**src/hw/demux_cfg.svh**
```systemverilog
// Core demux configuration
`ifndef DEMUX_CFG_SVH
`define DEMUX_CFG_SVH

// Bus widths
`define DEMUX_ADDR_WIDTH 32
`define DEMUX_DATA_WIDTH 32
`define DEMUX_BE_WIDTH (`DEMUX_DATA_WIDTH / 8)

// Cluster identification
`define DEMUX_CID_WIDTH 6
`define DEMUX_BASE_WIDTH 4

// Cluster-local space starts at this base plus four times the cluster id
`define DEMUX_TCDM_BASE 12'h100

// Cluster alias region
`define DEMUX_ALIAS_EN 1'b1
`define DEMUX_ALIAS_BASE 12'h000

// Value of address bits 19:10 that selects the demux peripherals
`define DEMUX_EXT_WINDOW 10'b0000010000

`endif
```
**src/hw/demux_pkg.sv**
```systemverilog
// Core demux types
package demux_pkg;

  // Target of a core request
  typedef enum logic [1:0] {
    DEST_SH,
    DEST_PE,
    DEST_EXT
  } dest_e;

  // Peripheral port handshake
  typedef enum logic [1:0] {
    PE_IDLE,
    PE_PENDING,
    PE_GRANTED
  } pe_state_e;

endpackage

```
**src/hw/core_demux.sv**
```systemverilog
// Core data port demultiplexer
`timescale 1ns/10ps
`include "demux_cfg.svh"

module core_demux (
  input  logic                         clk,
  input  logic                         rst_ni,
  input  logic [`DEMUX_BASE_WIDTH-1:0] base_addr_i,
  input  logic [`DEMUX_CID_WIDTH-1:0]  cluster_id_i,

  // Core side
  input  logic                         data_req_i,
  input  logic [`DEMUX_ADDR_WIDTH-1:0] data_add_i,
  input  logic                         data_wen_i,
  input  logic [`DEMUX_DATA_WIDTH-1:0] data_wdata_i,
  input  logic [`DEMUX_BE_WIDTH-1:0]   data_be_i,
  output logic                         data_gnt_o,
  output logic                         data_r_valid_o,
  output logic [`DEMUX_DATA_WIDTH-1:0] data_r_rdata_o,
  output logic                         data_r_opc_o,

  // Shared TCDM interconnect
  output logic                         data_req_sh_o,
  output logic [`DEMUX_ADDR_WIDTH-1:0] data_add_sh_o,
  output logic                         data_wen_sh_o,
  output logic [`DEMUX_DATA_WIDTH-1:0] data_wdata_sh_o,
  output logic [`DEMUX_BE_WIDTH-1:0]   data_be_sh_o,
  input  logic                         data_gnt_sh_i,
  input  logic                         data_r_valid_sh_i,
  input  logic [`DEMUX_DATA_WIDTH-1:0] data_r_rdata_sh_i,

  // Peripheral interconnect
  output logic                         data_req_pe_o,
  output logic [`DEMUX_ADDR_WIDTH-1:0] data_add_pe_o,
  output logic                         data_wen_pe_o,
  output logic [`DEMUX_DATA_WIDTH-1:0] data_wdata_pe_o,
  output logic [`DEMUX_BE_WIDTH-1:0]   data_be_pe_o,
  input  logic                         data_gnt_pe_i,
  input  logic                         data_r_valid_pe_i,
  input  logic [`DEMUX_DATA_WIDTH-1:0] data_r_rdata_pe_i,
  input  logic                         data_r_opc_pe_i,

  // Demux peripherals
  output logic                         data_req_ext_o,
  output logic [`DEMUX_ADDR_WIDTH-1:0] data_add_ext_o,
  output logic                         data_wen_ext_o,
  output logic [`DEMUX_DATA_WIDTH-1:0] data_wdata_ext_o,
  output logic [`DEMUX_BE_WIDTH-1:0]   data_be_ext_o,
  input  logic                         data_gnt_ext_i,
  input  logic                         data_r_valid_ext_i,
  input  logic [`DEMUX_DATA_WIDTH-1:0] data_r_rdata_ext_i,
  input  logic                         data_r_opc_ext_i,

  // L2 performance strobes
  output logic                         perf_l2_ld_o,
  output logic                         perf_l2_st_o,
  output logic                         perf_l2_ld_cyc_o,
  output logic                         perf_l2_st_cyc_o
);

  import demux_pkg::*;

  logic [`DEMUX_ADDR_WIDTH-1:0] addr_remapped;
  dest_e                        dest;

  logic                         pe_core_req;
  logic                         pe_core_gnt;
  logic                         pe_r_valid;
  logic [`DEMUX_DATA_WIDTH-1:0] pe_r_rdata;
  logic                         pe_r_opc;

  logic                         l2_req;
  logic                         l2_gnt;

  addr_remap i_addr_remap (
    .addr_i      ( data_add_i    ),
    .base_addr_i ( base_addr_i   ),
    .addr_o      ( addr_remapped )
  );

  dest_decoder i_dest_decoder (
    .addr_i       ( addr_remapped ),
    .cluster_id_i ( cluster_id_i  ),
    .dest_o       ( dest          )
  );

  // Payload goes to every target, only the request strobe is steered
  assign data_add_sh_o    = addr_remapped;
  assign data_wen_sh_o    = data_wen_i;
  assign data_wdata_sh_o  = data_wdata_i;
  assign data_be_sh_o     = data_be_i;
  assign data_add_pe_o    = addr_remapped;
  assign data_wen_pe_o    = data_wen_i;
  assign data_wdata_pe_o  = data_wdata_i;
  assign data_be_pe_o     = data_be_i;
  assign data_add_ext_o   = addr_remapped;
  assign data_wen_ext_o   = data_wen_i;
  assign data_wdata_ext_o = data_wdata_i;
  assign data_be_ext_o    = data_be_i;

  assign data_req_sh_o  = data_req_i && (dest == DEST_SH);
  assign data_req_ext_o = data_req_i && (dest == DEST_EXT);
  assign pe_core_req    = data_req_i && (dest == DEST_PE);

  periph_port i_periph_port (
    .clk          ( clk               ),
    .rst_ni       ( rst_ni            ),
    .req_i        ( pe_core_req       ),
    .gnt_o        ( pe_core_gnt       ),
    .pe_req_o     ( data_req_pe_o     ),
    .pe_gnt_i     ( data_gnt_pe_i     ),
    .pe_r_valid_i ( data_r_valid_pe_i ),
    .pe_r_rdata_i ( data_r_rdata_pe_i ),
    .pe_r_opc_i   ( data_r_opc_pe_i   ),
    .r_valid_o    ( pe_r_valid        ),
    .r_rdata_o    ( pe_r_rdata        ),
    .r_opc_o      ( pe_r_opc          )
  );

  // Grant from whichever target the request is routed to
  assign l2_gnt     = (dest == DEST_EXT) ? data_gnt_ext_i : pe_core_gnt;
  assign data_gnt_o = (dest == DEST_SH) ? data_gnt_sh_i : l2_gnt;

  resp_mux i_resp_mux (
    .clk           ( clk                ),
    .rst_ni        ( rst_ni             ),
    .req_i         ( data_req_i         ),
    .dest_i        ( dest               ),
    .sh_r_valid_i  ( data_r_valid_sh_i  ),
    .sh_r_rdata_i  ( data_r_rdata_sh_i  ),
    .pe_r_valid_i  ( pe_r_valid         ),
    .pe_r_rdata_i  ( pe_r_rdata         ),
    .pe_r_opc_i    ( pe_r_opc           ),
    .ext_r_valid_i ( data_r_valid_ext_i ),
    .ext_r_rdata_i ( data_r_rdata_ext_i ),
    .ext_r_opc_i   ( data_r_opc_ext_i   ),
    .r_valid_o     ( data_r_valid_o     ),
    .r_rdata_o     ( data_r_rdata_o     ),
    .r_opc_o       ( data_r_opc_o       )
  );

  // L2 path covers both PE and EXT, wen high marks a load
  assign l2_req           = pe_core_req || data_req_ext_o;
  assign perf_l2_ld_o     = l2_req && l2_gnt && data_wen_i;
  assign perf_l2_st_o     = l2_req && l2_gnt && !data_wen_i;
  assign perf_l2_ld_cyc_o = l2_req && data_wen_i;
  assign perf_l2_st_cyc_o = l2_req && !data_wen_i;

endmodule

```
**src/hw/periph_port.sv**
```systemverilog
// Peripheral interconnect port
`timescale 1ns/10ps
`include "demux_cfg.svh"

module periph_port (
  input  logic                         clk,
  input  logic                         rst_ni,
  input  logic                         req_i,
  output logic                         gnt_o,
  output logic                         pe_req_o,
  input  logic                         pe_gnt_i,
  input  logic                         pe_r_valid_i,
  input  logic [`DEMUX_DATA_WIDTH-1:0] pe_r_rdata_i,
  input  logic                         pe_r_opc_i,
  output logic                         r_valid_o,
  output logic [`DEMUX_DATA_WIDTH-1:0] r_rdata_o,
  output logic                         r_opc_o
);

  import demux_pkg::*;

  pe_state_e state_q;
  pe_state_e state_d;

  // First response stage
  logic                         s0_valid_q;
  logic [`DEMUX_DATA_WIDTH-1:0] s0_rdata_q;
  logic                         s0_opc_q;

  // Second response stage, seen by the core
  logic                         s1_valid_q;
  logic [`DEMUX_DATA_WIDTH-1:0] s1_rdata_q;
  logic                         s1_opc_q;

  always_ff @(posedge clk or negedge rst_ni) begin
    if (!rst_ni) begin
      state_q <= PE_IDLE;
    end else begin
      state_q <= state_d;
    end
  end

  // The core grant is held back until the peripheral has answered
  always_comb begin
    state_d  = state_q;
    pe_req_o = 1'b0;
    gnt_o    = 1'b0;
    case (state_q)
      PE_IDLE: begin
        pe_req_o = req_i;
        if (req_i && pe_gnt_i) begin
          state_d = PE_PENDING;
        end
      end
      PE_PENDING: begin
        if (pe_r_valid_i) begin
          state_d = PE_GRANTED;
        end
      end
      PE_GRANTED: begin
        gnt_o   = 1'b1;
        state_d = PE_IDLE;
      end
      default: begin
        state_d = PE_IDLE;
      end
    endcase
  end

  // Response lands on the core one cycle after its grant
  always_ff @(posedge clk or negedge rst_ni) begin
    if (!rst_ni) begin
      s0_valid_q <= 1'b0;
      s0_rdata_q <= '0;
      s0_opc_q   <= 1'b0;
      s1_valid_q <= 1'b0;
      s1_rdata_q <= '0;
      s1_opc_q   <= 1'b0;
    end else begin
      s0_valid_q <= pe_r_valid_i;
      if (pe_r_valid_i) begin
        s0_rdata_q <= pe_r_rdata_i;
        s0_opc_q   <= pe_r_opc_i;
      end
      s1_valid_q <= s0_valid_q;
      if (s0_valid_q) begin
        s1_rdata_q <= s0_rdata_q;
        s1_opc_q   <= s0_opc_q;
      end
    end
  end

  assign r_valid_o = s1_valid_q;
  assign r_rdata_o = s1_rdata_q;
  assign r_opc_o   = s1_opc_q;

endmodule

```
**src/hw/resp_mux.sv**
```systemverilog
// Response multiplexer
`timescale 1ns/10ps
`include "demux_cfg.svh"

module resp_mux (
  input  logic                         clk,
  input  logic                         rst_ni,
  input  logic                         req_i,
  input  demux_pkg::dest_e             dest_i,
  input  logic                         sh_r_valid_i,
  input  logic [`DEMUX_DATA_WIDTH-1:0] sh_r_rdata_i,
  input  logic                         pe_r_valid_i,
  input  logic [`DEMUX_DATA_WIDTH-1:0] pe_r_rdata_i,
  input  logic                         pe_r_opc_i,
  input  logic                         ext_r_valid_i,
  input  logic [`DEMUX_DATA_WIDTH-1:0] ext_r_rdata_i,
  input  logic                         ext_r_opc_i,
  output logic                         r_valid_o,
  output logic [`DEMUX_DATA_WIDTH-1:0] r_rdata_o,
  output logic                         r_opc_o
);

  import demux_pkg::*;

  dest_e dest_q;

  // Track where the current request went
  always_ff @(posedge clk or negedge rst_ni) begin
    if (!rst_ni) begin
      dest_q <= DEST_SH;
    end else if (req_i) begin
      dest_q <= dest_i;
    end
  end

  always_comb begin
    case (dest_q)
      DEST_SH: begin
        r_valid_o = sh_r_valid_i;
        r_rdata_o = sh_r_rdata_i;
        r_opc_o   = 1'b0;  // TCDM never flags an error
      end
      DEST_PE: begin
        r_valid_o = pe_r_valid_i;
        r_rdata_o = pe_r_rdata_i;
        r_opc_o   = pe_r_opc_i;
      end
      DEST_EXT: begin
        r_valid_o = ext_r_valid_i;
        r_rdata_o = ext_r_rdata_i;
        r_opc_o   = ext_r_opc_i;
      end
      default: begin
        r_valid_o = 1'b0;
        r_rdata_o = '0;
        r_opc_o   = 1'b0;
      end
    endcase
  end

endmodule

```
**src/hw/dest_decoder.sv**
```systemverilog
// Request destination decoder
`timescale 1ns/10ps
`include "demux_cfg.svh"

module dest_decoder (
  input  logic [`DEMUX_ADDR_WIDTH-1:0] addr_i,
  input  logic [`DEMUX_CID_WIDTH-1:0]  cluster_id_i,
  output demux_pkg::dest_e             dest_o
);

  import demux_pkg::*;

  logic [11:0] region;
  logic [11:0] tcdm_rw;
  logic [11:0] tcdm_ts;
  logic [11:0] dem_per;
  logic [11:0] alias_rw;
  logic [11:0] alias_ts;
  logic [11:0] alias_per;
  logic        alias_en;
  logic        is_sh;
  logic        is_per;
  logic        is_ext_win;

  assign region = addr_i[31:20];

  // Each cluster owns four 1 MiB slots above the TCDM base
  assign tcdm_rw = `DEMUX_TCDM_BASE + {4'b0000, cluster_id_i, 2'b00};
  assign tcdm_ts = tcdm_rw + 12'd1;
  assign dem_per = tcdm_rw + 12'd2;

  assign alias_en  = `DEMUX_ALIAS_EN;
  assign alias_rw  = `DEMUX_ALIAS_BASE;
  assign alias_ts  = alias_rw + 12'd1;
  assign alias_per = alias_rw + 12'd2;

  // TCDM read/write and test-and-set regions, own or aliased
  assign is_sh = (region == tcdm_rw) || (region == tcdm_ts) ||
                 (alias_en && ((region == alias_rw) || (region == alias_ts)));

  // Peripheral region of this cluster
  assign is_per = (region == dem_per) || (alias_en && (region == alias_per));

  assign is_ext_win = (addr_i[19:10] == `DEMUX_EXT_WINDOW);

  always_comb begin
    if (is_sh) begin
      dest_o = DEST_SH;
    end else if (is_per && is_ext_win) begin
      dest_o = DEST_EXT;
    end else begin
      // Rest of the peripheral region and everything unmapped
      dest_o = DEST_PE;
    end
  end

endmodule

```
**src/hw/addr_remap.sv**
```systemverilog
// Address nibble remap
`timescale 1ns/10ps
`include "demux_cfg.svh"

module addr_remap (
  input  logic [`DEMUX_ADDR_WIDTH-1:0] addr_i,
  input  logic [`DEMUX_BASE_WIDTH-1:0] base_addr_i,
  output logic [`DEMUX_ADDR_WIDTH-1:0] addr_o
);

  logic [`DEMUX_BASE_WIDTH-1:0] nibble_in;
  logic [`DEMUX_BASE_WIDTH-1:0] nibble_out;
  logic [`DEMUX_BASE_WIDTH-1:0] one_nibble;

  assign nibble_in  = addr_i[`DEMUX_ADDR_WIDTH-1 -: `DEMUX_BASE_WIDTH];
  assign one_nibble = {{(`DEMUX_BASE_WIDTH-1){1'b0}}, 1'b1};

  // Swap the cluster base nibble with nibble 1
  always_comb begin
    if (nibble_in == base_addr_i) begin
      nibble_out = one_nibble;
    end else if (nibble_in == one_nibble) begin
      nibble_out = base_addr_i;
    end else begin
      nibble_out = nibble_in;
    end
  end

  assign addr_o = {nibble_out, addr_i[`DEMUX_ADDR_WIDTH-`DEMUX_BASE_WIDTH-1:0]};

endmodule

```
**config.mk**
```make
export PLATFORM = sky130hd
export DESIGN_NAME = core_demux
export DESIGN_NICKNAME = d
export VERILOG_FILES = /design/src/hw/demux_pkg.sv /design/src/hw/core_demux.sv /design/src/hw/periph_port.sv /design/src/hw/resp_mux.sv /design/src/hw/dest_decoder.sv /design/src/hw/addr_remap.sv
export VERILOG_INCLUDE_DIRS = /design/src /design/src/hw
export SDC_FILE = /design/constraint.sdc
export NUM_CORES = 1
export LEC_CHECK = 0
export ABC_AREA = 1
export BUFFER_PORTS_ARGS = -buffer_cell sky130_fd_sc_hd__buf_2
export CORE_AREA = 2 2 168 170
export DETAILED_ROUTE_END_ITERATION = 7
export DIE_AREA = 0 0 170 172
export SLEW_MARGIN = 10
export SYNTH_ARGS = -nofsm -noshare
export SYNTH_HDL_FRONTEND = slang
export SYNTH_HIERARCHICAL = 1
export SYNTH_SLANG_ARGS = --single-unit
```
**constraint.sdc**
```tcl
create_clock -name clk -period 2.6 [get_ports clk]
set_input_delay 0.26 -clock clk [delete_from_list [all_inputs] [get_ports clk]]
set_output_delay 0.26 -clock clk [all_outputs]
set_load 0.01 [all_outputs]
```
## Word-level counts from Yosys, hierarchy flattened

Index checks and enable logic that the tools add are counted.

- Bits in read-only memories: 0
- Bits in registers: 72
- Latch bits: 0
- Output and inout bits: 249
- RAM bits: 0
- Memories kept: 0

- Multiplexer cells: 14
- Multiply operators: 0
- Order comparisons: 0
- Reduce and logical (&&, ||, !) cells: 21
- Bitwise operators: 0
- Div/mod/pow operators: 0
- Shift operators: 0
- Add/sub/neg operators: 3
- Equal/unequal tests: 16

Operator list:

| operator | number |
|---|---|
| 32-bit one-hot mux with 3 select lines | 1 |
| 12-bit == test | 3 |
| 12-bit by 1-bit adder with 12-bit output, second input constant | 1 |
| 12-bit by 2-bit adder with 12-bit output, second input constant | 1 |
| 12-bit by 1-bit == test with 1-bit output, second input constant | 1 |
| 12-bit by 2-bit == test with 1-bit output, second input constant | 1 |
| 12-bit zero test | 1 |
| 9-bit by 8-bit adder with 10-bit output, first input constant | 1 |
| 10-bit by 5-bit == test with 1-bit output, second input constant | 1 |
| 1-bit logical AND | 10 |
| 2-bit two-way mux | 4 |
| 4-bit two-way mux | 2 |
| 2-bit by 1-bit == test with 1-bit output, second input constant | 3 |
| 2-bit == test, second input constant | 3 |
| 2-bit zero test | 3 |
| 1-bit logical OR | 5 |
| 4-bit by 1-bit == test with 1-bit output, second input constant | 1 |
| 4-bit == test | 1 |
| 1-bit two-way mux | 4 |
| 2-bit one-hot mux with 2 select lines | 1 |
| 1-bit one-hot mux with 3 select lines | 1 |
| 2-bit by 1-bit != test with 1-bit output, second input constant | 1 |
| 2-bit != test, second input constant | 1 |
| 1-bit one-hot mux with 2 select lines | 1 |
| other kinds (2) | 2 |

## Logic depth before layout (Yosys ltp)

Gate-level depths: netlist of the first run.

- Word-level depth: 13
- Depth in mapped cells: 23
- Gate-level depth less buffers: 23

## Hierarchy

Netlist of the first run, hierarchy kept.

Modules (own cells, without submodules):

| module | area each (sq um) | instances | sequential area each (sq um) | cells each |
|---|---|---|---|---|
| periph_port | 2693.8 | 1 | 1751.7 | 285 |
| core_demux | 1416.4 | 1 | 0.0 | 198 |
| resp_mux | 1104.8 | 1 | 50.0 | 229 |
| addr_remap | 380.4 | 1 | 0.0 | 67 |
| dest_decoder | 332.8 | 1 | 0.0 | 77 |

## Least setup slack after synthesis of the first run

OpenSTA, ideal clock, no wires.

- Path kind: input to output
- Start point: input port base_addr_i[2]
- End point: output port perf_l2_ld_o
- Setup slack: 0.415 ns
- Stages on the path: 18
- Data required time: 2.340 ns
- Arrival: 1.925 ns
- Buffers on the path: 0
- Path through: inv_1 > nand2_1 > nand2_1 > nor2_4 > nand2_2 > nand2_1 > inv_1 > inv_1 > nand2_1 > nor2_1 > nand4_1 > nor2_1 > nand2_1 > a21oi_1 > inv_2 > o21bai_2 > nand2_1 > nor2_1

- Cells in the longest elaborated chain, start to end: 12
- Elaborated cells on any way between the ends: 24

RTL lines:

| element | line | text |
|---|---|---|
| from (decl) | core_demux.sv:8 | `` input logic [`DEMUX_BASE_WIDTH-1:0] base_addr_i, `` |
| 4-bit == test (*) | addr_remap.sv:20 | `if (nibble_in == base_addr_i) begin` |
| 4-bit two-way mux (*) | addr_remap.sv:20 |  |
| via data_add_ext_o[29] | core_demux.sv:45 | `` output logic [`DEMUX_ADDR_WIDTH-1:0] data_add_ext_o, `` |
| 12-bit == test / 12-bit by 2-bit == test with 1-bit output (equally long branches) | dest_decoder.sv:42 | `assign is_per = (region == dem_per) \|\| (alias_en && (region == alias_per));` |
| 1-bit logical OR | dest_decoder.sv:42 |  |
| 1-bit logical AND | dest_decoder.sv:49 | `end else if (is_per && is_ext_win) begin` |
| 2-bit two-way mux | dest_decoder.sv:49 |  |
| 2-bit two-way mux (*) | dest_decoder.sv:47 | `if (is_sh) begin` |
| via dest[1] | core_demux.sv:64 | `dest_e dest;` |
| 2-bit by 1-bit == test with 1-bit output / 2-bit == test (equally long branches) | core_demux.sv:103, core_demux.sv:102, core_demux.sv:121 |  |
| 1-bit logical AND, on equally long branches | core_demux.sv:103, core_demux.sv:102 |  |
| 1-bit logical OR | core_demux.sv:143 | `assign l2_req = pe_core_req \|\| data_req_ext_o;` |
| 1-bit logical AND (*) (2 in series) | core_demux.sv:144 | `assign perf_l2_ld_o = l2_req && l2_gnt && data_wen_i;` |
| to (decl) | core_demux.sv:55 | `output logic perf_l2_ld_o,` |

The timed path passes the listed nets; every way through them passes the cells marked *.

## Final worst setup path of the first run

- Start point: input port base_addr_i[3]
- End point: output port data_gnt_o

- Cells in the longest elaborated chain, start to end: 10
- Elaborated cells on any way between the ends: 20

RTL lines:

| element | line | text |
|---|---|---|
| 4-bit == test / 4-bit two-way mux (equally long branches) | addr_remap.sv:20, addr_remap.sv:22 |  |
| 4-bit two-way mux (*) | addr_remap.sv:20 |  |
| 12-bit == test / 12-bit by 2-bit == test with 1-bit output (equally long branches) | dest_decoder.sv:42 |  |
| 1-bit logical OR | dest_decoder.sv:42 |  |
| 1-bit logical AND | dest_decoder.sv:49 |  |
| 2-bit two-way mux | dest_decoder.sv:49 |  |
| 2-bit two-way mux (*) | dest_decoder.sv:47 |  |
| via dest[0] | core_demux.sv:64 |  |
| 2-bit == test | core_demux.sv:121 | `assign l2_gnt = (dest == DEST_EXT) ? data_gnt_ext_i : pe_core_gnt;` |
| 1-bit two-way mux | core_demux.sv:121 |  |
| 1-bit two-way mux (*) | core_demux.sv:122 | `assign data_gnt_o = (dest == DEST_SH) ? data_gnt_sh_i : l2_gnt;` |
| to (decl) | core_demux.sv:17 | `output logic data_gnt_o,` |

Marked as above.

==> metrics, run 1 <==
outcome completed; routed length per instance 14.66 µm; worst-margin pin slew 1.080 ns; leakage dissipation 0.003753 µW; sequential cell area in the final layout 1803 µm²; final design area excluding fillers 6411 µm²; share of the synthesized area in compound gates (AO/OA/AOI/OAI) 0.04306; simple-gate area share of the yosys netlist 0.2702; Critical Path AT 2.20 ns; period utilisation layout 0.9478; weighted congestion at the end of routability-driven global placement 0.8678; area growth from synthesis to final layout 8.147%; Max FO, Critical Path 5; synthesis-stage register bit count 72; Post-DP Area 5897 µm²; commonest non-fill, non-tap cells in the layout 276 x sky130_fd_sc_hd__nand2_1, 243 x sky130_fd_sc_hd__buf_2, 98 x sky130_fd_sc_hd__inv_1; worst reg-to-reg path cell count 1; number of design-rule violations left by the first detailed-router iteration 253; initial standard-cell utilization of the core 0.2158; vias per std cell 3.910; antenna fix cells 0; worst vdd ir 0.2603 mV; synth top area cells sky130_fd_sc_hd__dfrtp_1 30%, sky130_fd_sc_hd__buf_4 26%, sky130_fd_sc_hd__nand2_1 18%; end point of the critical path data_gnt_o; residual overflow from global routing 0; fraction of the yosys area taken by sequential cells 0.3039; die boundary height 172 µm; estimated wirelength of the detail-placed design 14920 µm; crit path kind in -> out; dominant combinational cell family by area after synthesis buffers and inverters; Worst R2R Start i_periph_port/s0_valid_q; Met1 Routed Length 7238 µm; total wirelength of the detailed-routed design 18340 µm; maximum buffer depth of the clock tree 2; Post-layout nets 1090; total CTS buffers 9; Final Setup Violations 0; total count of hold-check failures in the final report 0; number of top-level pins 435; worst endpoint required time 2.34 ns; buffer type at the clock tree root sky130_fd_sc_hd__clkbuf_16; H-tree depth 3; DIE AREA 29240 µm²; later-pin clock latency in the skew report 0.33 ns; area of the placeable core 27480 µm²; pin count of the biggest net entering global routing 73; standard-cell row count 61; Critical Path Source Type primary input; largest area contributor in the netlist sky130_fd_sc_hd__dfrtp_1; post-route antenna net violation count 0; area occupied by multi-input gates 2019 µm²; achievable frequency 0.4058 GHz; Worst Setup End Kind output port; Global Route Usage Sum 0.1179; CTS tree built; Synth Instances 856; share of synthesized cell area in full adder, half adder and majority cells 0.008442; Maximum Capacitance Violations 0; Final Max Tran Viols 0; Worst Hold Class in -> async; vias 4891; Met2 Wirelength 9150 µm; met3 wire len 1411 µm; top metal layer carrying routed signals met4; vias in the first global route 4508; average cell area after synthesis 6.925 µm²; launch point of the critical path base_addr_i[3]; Worst-path clk slew 0.06 ns; net count of the mapped netlist 1046; layout filler cell count 3129; first-pass GRT wire length 26310 µm; xor-xnor portion of the synthesized cell area 0.001477; drc violations 0; number of synthesis warnings 6; worst hold slack across all endpoints 0.05298 ns; number of antenna violations at the first check in global routing 0; Yosys top cell area share 0.3039; multiplexer fraction of the synthesized cell area 0; total power of the final layout 3424 µW; leading cell type in the layout, fill and taps excluded sky130_fd_sc_hd__nand2_1; power density of the placed cells 534.0 nW/µm²; sinks on the clock net 72; Final Critical Period 2.464 ns; share of post-route cells with drive strength above 1 0.3735; CTS Hold Bufs 0; Pre-antenna DRT Iters 4; die width 170 µm; setup slack of the worst register-to-register path 1.12 ns; worst setup skew after layout 0.008858 ns; Cell Area, Synth 5928 µm²; remaining max-slew budget at the tightest pin 0.2800; worst flop-to-flop path endpoint i_periph_port/r_rdata_o[9]; synth unique cells 28; Port Buffers 250
[worst min-delay path by stage]
stage	from	end	slack, ns	cells after the start
after floorplan	rst_ni	i_periph_port/r_opc_o	-0.04	0
after CTS	rst_ni	i_periph_port/s0_rdata_q[12]	0.10	1
after global placement	rst_ni	i_periph_port/s0_rdata_q[12]	0.45	1
after global routing	rst_ni	i_periph_port/r_rdata_o[12]	0.14	1
after detailed placement	i_periph_port/s0_rdata_q[15]	i_periph_port/s0_rdata_q[15]	0.46	2
final	rst_ni	i_periph_port/r_rdata_o[12]	0.05	1
[registers in the layout (all words and copies together), names as in the netlist]
name,count
i_resp_mux/dest_q,2
i_periph_port/state_q,2
i_periph_port/r_opc_o,1
i_periph_port/s0_opc_q,1
i_periph_port/r_valid_o,1
i_periph_port/s0_rdata_q,32
i_periph_port/s0_valid_q,1
i_periph_port/r_rdata_o,32
[layer usage]
metal  GRT usage  up-vias
met5           0        -
met4     0.05091        0
met3     0.03067       43
met2      0.2034      193
met1      0.1388     2200
li1            -     2455
[worst max-delay path, stage by stage]
cell and delay [ns]:
sky130_fd_sc_hd__buf_4 0.11, sky130_fd_sc_hd__inv_2 0.03, sky130_fd_sc_hd__nand2_2 0.06, sky130_fd_sc_hd__nand2_2 0.06, sky130_fd_sc_hd__nor2_4 0.13, sky130_fd_sc_hd__nand2_4 0.08, sky130_fd_sc_hd__nand2_2 0.07, sky130_fd_sc_hd__inv_2 0.04
sky130_fd_sc_hd__inv_2 0.06, sky130_fd_sc_hd__nand2_4 0.06, sky130_fd_sc_hd__nor2_4 0.13, sky130_fd_sc_hd__nand3_2 0.08, sky130_fd_sc_hd__nor2_1 0.11, sky130_fd_sc_hd__nand2_1 0.05, sky130_fd_sc_hd__nand2_1 0.06, sky130_fd_sc_hd__nand2_1 0.05
sky130_fd_sc_hd__nand2_1 0.09, sky130_fd_sc_hd__inv_2 0.07, sky130_fd_sc_hd__inv_2 0.07, sky130_fd_sc_hd__buf_6 0.10, sky130_fd_sc_hd__nand3b_1 0.10, sky130_fd_sc_hd__nand3_1 0.11, sky130_fd_sc_hd__nand2_1 0.08, sky130_fd_sc_hd__buf_6 0.13
[Yosys cell counts]
cell type and count:
sky130_fd_sc_hd__nand2_1 292, sky130_fd_sc_hd__buf_4 205, sky130_fd_sc_hd__inv_1 105, sky130_fd_sc_hd__dfrtp_1 72, sky130_fd_sc_hd__nand3_1 44, sky130_fd_sc_hd__o21ai_0 33, sky130_fd_sc_hd__nor2_1 26, sky130_fd_sc_hd__buf_6 17
sky130_fd_sc_hd__nand2_2 11, sky130_fd_sc_hd__buf_2 8, sky130_fd_sc_hd__a21oi_1 7, sky130_fd_sc_hd__inv_2 6, sky130_fd_sc_hd__nand4_1 6, sky130_fd_sc_hd__ha_1 4, sky130_fd_sc_hd__a21oi_2 3, sky130_fd_sc_hd__nor2_2 3
sky130_fd_sc_hd__nor4_1 2, sky130_fd_sc_hd__o21ai_1 2, sky130_fd_sc_hd__a21boi_1 1, sky130_fd_sc_hd__buf_12 1, sky130_fd_sc_hd__clkbuf_1 1, sky130_fd_sc_hd__nand3b_1 1, sky130_fd_sc_hd__nor2_4 1, sky130_fd_sc_hd__nor3_1 1
sky130_fd_sc_hd__nor3b_1 1, sky130_fd_sc_hd__nor3b_4 1, sky130_fd_sc_hd__o21bai_2 1, sky130_fd_sc_hd__xnor2_1 1
[through the flow]
| stage | setup slack, ns | utilization | instances | TNS, ns |
|---|---|---|---|---|
| after global placement | 0.09201 | 0.2146 | 1228 | 0 |
| after detailed placement | -0.04579 | 0.2146 | 1228 | -0.1883 |
| after CTS | 0.04426 | 0.2267 | 1244 | 0 |
| after floorplan | 0.4151 | - | 856 | 0 |
| after global routing | -0.04632 | 0.2333 | 1251 | -0.1153 |
| final | 0.1358 | 0.2333 | 1251 | 0 |
[where the power goes]
part	leakage (µW)	switching (µW)	total (µW)	internal [µW]
Clock	0.000162	490	1340	853
Combinational	0.00271	451	775	324
Sequential	0.000878	75.2	1310	1230
[kinds of logic (layout without fill, tap and decap cells)]
group / count (synthesis) / after routing
AO/OA/AOI/OAI: 47 / 47
XOR/XNOR: 1 / 1
adder cells (fa/ha/maj): 4 / 4
buffers and inverters: 343 / 392
AND/OR/NAND/NOR: 389 / 389
flip-flops: 72 / 72
[what timing repair did]
item | CTS | global route
buffers inserted | 0 | 7
gates resized for setup | 1 | 45
setup endpoints to repair | 6 | 8
pin swaps | 0 | 20
[layout make-up]
class	instances	area share
Clock buffer	9	0.03513
Clock inverter	7	0.01600
Inverter	111	0.06538
Multi-Input combinational cell	441	0.3150
Sequential cell	72	0.2812
Tap cell	346	0.06753
Timing Repair Buffer	265	0.2197
(Power assumes the default switching activity.)
==> inputs of run 2 (changes only) <==
Settings changed: ABC_AREA 1 to default, CORE_AREA 2 2 168 170 to 2 2 169 171, DIE_AREA 0 0 170 172 to 0 0 171 173.
==> metrics, run 2 <==
initial standard-cell utilization of the core 0.1993 (was 0.2158); Post-DP Area 5638 µm² (was 5897 µm²); outcome completed (unchanged); standard-cell row count 61 (unchanged); Port Buffers 250 (unchanged); share of post-route cells with drive strength above 1 0.6602 (was 0.3735); switching power total 939.3 µW (was 1017 µW); area of the placeable core 27630 µm² (was 27480 µm²); leakage dissipation 0.003049 µW (was 0.003753 µW); leading cell type in the layout, fill and taps excluded sky130_fd_sc_hd__buf_2 (was sky130_fd_sc_hd__nand2_1); layout filler cell count 3023 (was 3129); Max FO, Critical Path 7 (was 5); Worst Hold Class in -> reg (was in -> async); Cell Area, Synth 5508 µm² (was 5928 µm²); die width 171 µm (was 170 µm); average cell area after synthesis 10.99 µm² (was 6.925 µm²); cell with the most instances after synthesis sky130_fd_sc_hd__buf_4 (was sky130_fd_sc_hd__nand2_1); Final Util 0.2214 (was 0.2333); final design area excluding fillers 6118 µm² (was 6411 µm²); Global Route Usage Sum 0.09231 (was 0.1179); largest area contributor in the netlist sky130_fd_sc_hd__dfrtp_1 (unchanged); buffer type at the clock tree root sky130_fd_sc_hd__clkbuf_16 (unchanged); cell-by-cell trace of the critical path buf_8, xor2_4, nor4_4, nor2_2, nor3_2, nand4_1, o21ai_2, and3_1, buf_6, and3b_1, nor3b_2, buf_2 (was buf_4, inv_2, nand2_2, nand2_2, nor2_4, nand2_4, nand2_2, inv_2, inv_2, nand2_4, nor2_4, nand3_2, nor2_1, nand2_1, nand2_1, nand2_1, nand2_1, inv_2, inv_2, buf_6, nand3b_1, nand3_1, nand2_1, buf_6); Maximum Capacitance Violations 0 (unchanged); Pre-antenna DRT Iters 6 (was 4); synthesis-stage register bit count 72 (unchanged); sequential cell fraction of total power 0.383 (was 0.381); maximum buffer depth of the clock tree 2 (unchanged); share of flip-flops with an asynchronous set or reset 1.000 (unchanged); antenna fix cells 0 (unchanged); worst vdd ir 0.2716 mV (was 0.2603 mV); predominant post-synthesis flop cell sky130_fd_sc_hd__dfrtp_1 (unchanged); Synth Instances 501 (was 856); setup slack of the worst register-to-register path 1.18 ns (was 1.12 ns); worst-margin pin slew 0.6342 ns (was 1.080 ns); total wirelength of the detailed-routed design 14880 µm (was 18340 µm); pin count of the biggest net entering global routing 51 (was 73); later-pin clock latency in the skew report 0.33 ns (about the same); DIE AREA 29580 µm² (was 29240 µm²); number of top-level pins 435 (unchanged); Critical Path Source Type primary input (unchanged); achievable frequency 0.3948 GHz (was 0.4058 GHz); number of antenna violations at the first check in global routing 2 (was 0); setup_tns 0 ns (unchanged); RSZ-0062 raised after global routing true; Final Setup Violations 0 (unchanged); post-route antenna net violation count 0 (unchanged); worst endpoint required time 2.34 ns (about the same); die boundary height 173 µm (was 172 µm); routed length per instance 15.72 µm (was 14.66 µm); residual overflow from global routing 0 (unchanged); Post-layout nets 753 (was 1090); sequential cell area in the final layout 1803 µm² (unchanged); total CTS buffers 9 (unchanged); weighted congestion at the end of routability-driven global placement 0.7710 (was 0.8678); total power of the final layout 3522 µW (was 3424 µW); period utilisation layout 0.9742 (was 0.9478); crit path kind in -> out (unchanged); worst hold slack across all endpoints 0.1568 ns (was 0.05298 ns); fraction of the yosys area taken by sequential cells 0.3271 (was 0.3039); synth top area cells sky130_fd_sc_hd__dfrtp_1 33%, sky130_fd_sc_hd__buf_4 28%, sky130_fd_sc_hd__mux2_4 16% (was sky130_fd_sc_hd__dfrtp_1 30%, sky130_fd_sc_hd__buf_4 26%, sky130_fd_sc_hd__nand2_1 18%); EDFF count, synth 0 (unchanged); power density of the placed cells 575.7 nW/µm² (was 534.0 nW/µm²); drc violations 0 (unchanged); vias in the first global route 3520 (was 4508); CTS tree built (unchanged); sinks on the clock net 72 (unchanged); area occupied by multi-input gates 1969 µm² (was 2019 µm²); first-pass GRT wire length 20440 µm (was 26310 µm); Yosys top cell area share 0.3271 (was 0.3039); net switching share of the total power 0.2667 (was 0.2969); remaining max-slew budget at the tightest pin 0.5772 (was 0.2800); Final Max Tran Viols 0 (unchanged); area growth from synthesis to final layout 11.09% (was 8.147%); net count of the mapped netlist 691 (was 1046); number of synthesis warnings 6 (unchanged); slowest stage cell on the critical path sky130_fd_sc_hd__nor4_4 (was sky130_fd_sc_hd__nor2_4); worst setup skew after layout 0.008192 ns (was 0.008858 ns); Critical Path AT 2.27 ns (was 2.20 ns); vias per std cell 3.938 (was 3.910); Worst Setup End Kind output port (unchanged); vias 3725 (was 4891); part of the total power dissipated in combinational logic 0.234 (was 0.226); part of the power in the clock network 0.383 (was 0.392); number of design-rule violations left by the first detailed-router iteration 228 (was 253); most common library cells after synthesis 203 x sky130_fd_sc_hd__buf_4, 72 x sky130_fd_sc_hd__dfrtp_1, 59 x sky130_fd_sc_hd__mux2_4 (was 292 x sky130_fd_sc_hd__nand2_1, 205 x sky130_fd_sc_hd__buf_4, 105 x sky130_fd_sc_hd__inv_1); Final Critical Period 2.533 ns (was 2.464 ns); H-tree depth 3 (unchanged); internal power summed over all cells 2583 µW (was 2407 µW); estimated wirelength of the detail-placed design 11900 µm (was 14920 µm); total count of hold-check failures in the final report 0 (unchanged); commonest non-fill, non-tap cells in the layout 246 x sky130_fd_sc_hd__buf_2, 71 x sky130_fd_sc_hd__dfrtp_1, 59 x sky130_fd_sc_hd__mux2_4 (was 276 x sky130_fd_sc_hd__nand2_1, 243 x sky130_fd_sc_hd__buf_2, 98 x sky130_fd_sc_hd__inv_1); Worst-path clk slew 0.06 ns (about the same); synth unique cells 36 (was 28); largest stage delay on the critical path 0.37 ns (was 0.13 ns)
==> run 2: cell type report <==
type	count	share of cell area
clock buffer	10	0.03906
sequential	72	0.2947
clock inverter	6	0.01472
inverter	5	0.003067
multi-input combinational	196	0.3219
tap	378	0.07730
timing repair buffer	279	0.2493
==> run 2: cells by family (layout without fill, tap and decap cells) <==
kind of cell	after synthesis	in the layout	share of synthesized area
buffers and inverters	233	300	0.3308
DFF	72	72	0.3271
and+or+nand+nor	68	68	0.06452
muxes	67	67	0.1770
AOI/OAI and AO/OA	46	46	0.07406
xor gates and xnor gates	11	11	0.01749
adders and majority gates	4	4	0.009087
==> run 2: power by group through the flow <==
stage          combinational (µW)  clock [µW]  sequential (µW)
6_report                      824        1350             1350
5_1_grt                       886        1430             1370
3_5_place_dp                  811           0             1370
2_1_floorplan                 792           0             1330
3_3_place_gp                  801           0             1360
4_1_cts                       818        1390             1350
==> run 2: path summary, 6_finish.rpt <==
kind	from	endpoint	cells after the start
setup / recovery	base_addr_i[0]	data_req_pe_o	12
hold / removal	data_r_rdata_pe_i[6]	i_periph_port/s0_rdata_q[6]	2
min in group asynchronous	rst_ni	i_periph_port/r_rdata_o[4]	2
setup reg to reg	i_periph_port/s0_valid_q	i_periph_port/r_rdata_o[31]	2
max in group asynchronous	rst_ni	i_periph_port/r_valid_o	3
hold reg to reg	i_periph_port/state_q[1]	i_periph_port/state_q[0]	1
==> run 2: metal layers <==
layer	share of wire	track usage	up-vias	wire [µm]
met5	0.0038	0.01171	-	57
li1	-	-	1659	-
met3	0.12	0.03845	41	1772
met2	0.47	0.1581	291	7002
met4	0.034	0.04555	4	512
met1	0.37	0.09574	1730	5531
==> run 2: what timing repair did <==
action / CTS / global route
resized for setup: 3 / 19
endpoints found under the setup margin: 7 / 8
hold buffers: 1 / 0
pin swaps: 5 / 9
gates cloned: 0 / 0
buffers inserted: 2 / 2
hold endpoints to repair: 48 / 0
==> run 2: critical path: cells and delay by family <==
kind / cells / cell delay (ns)
XOR/XNOR: 1 / 0.18
buffers and inverters: 3 / 0.38
AO/OA/AOI/OAI: 1 / 0.14
AND/OR/NAND/NOR: 7 / 1.32
==> run 2: stage by stage <==
step                      std cells  setup WS [ns]
after global routing            946       -0.09072
final                           946        0.06702
after floorplan                 501         0.1600
after detailed placement        925       -0.09586
after CTS                       944      0.0001805
after global placement          925       -0.07142
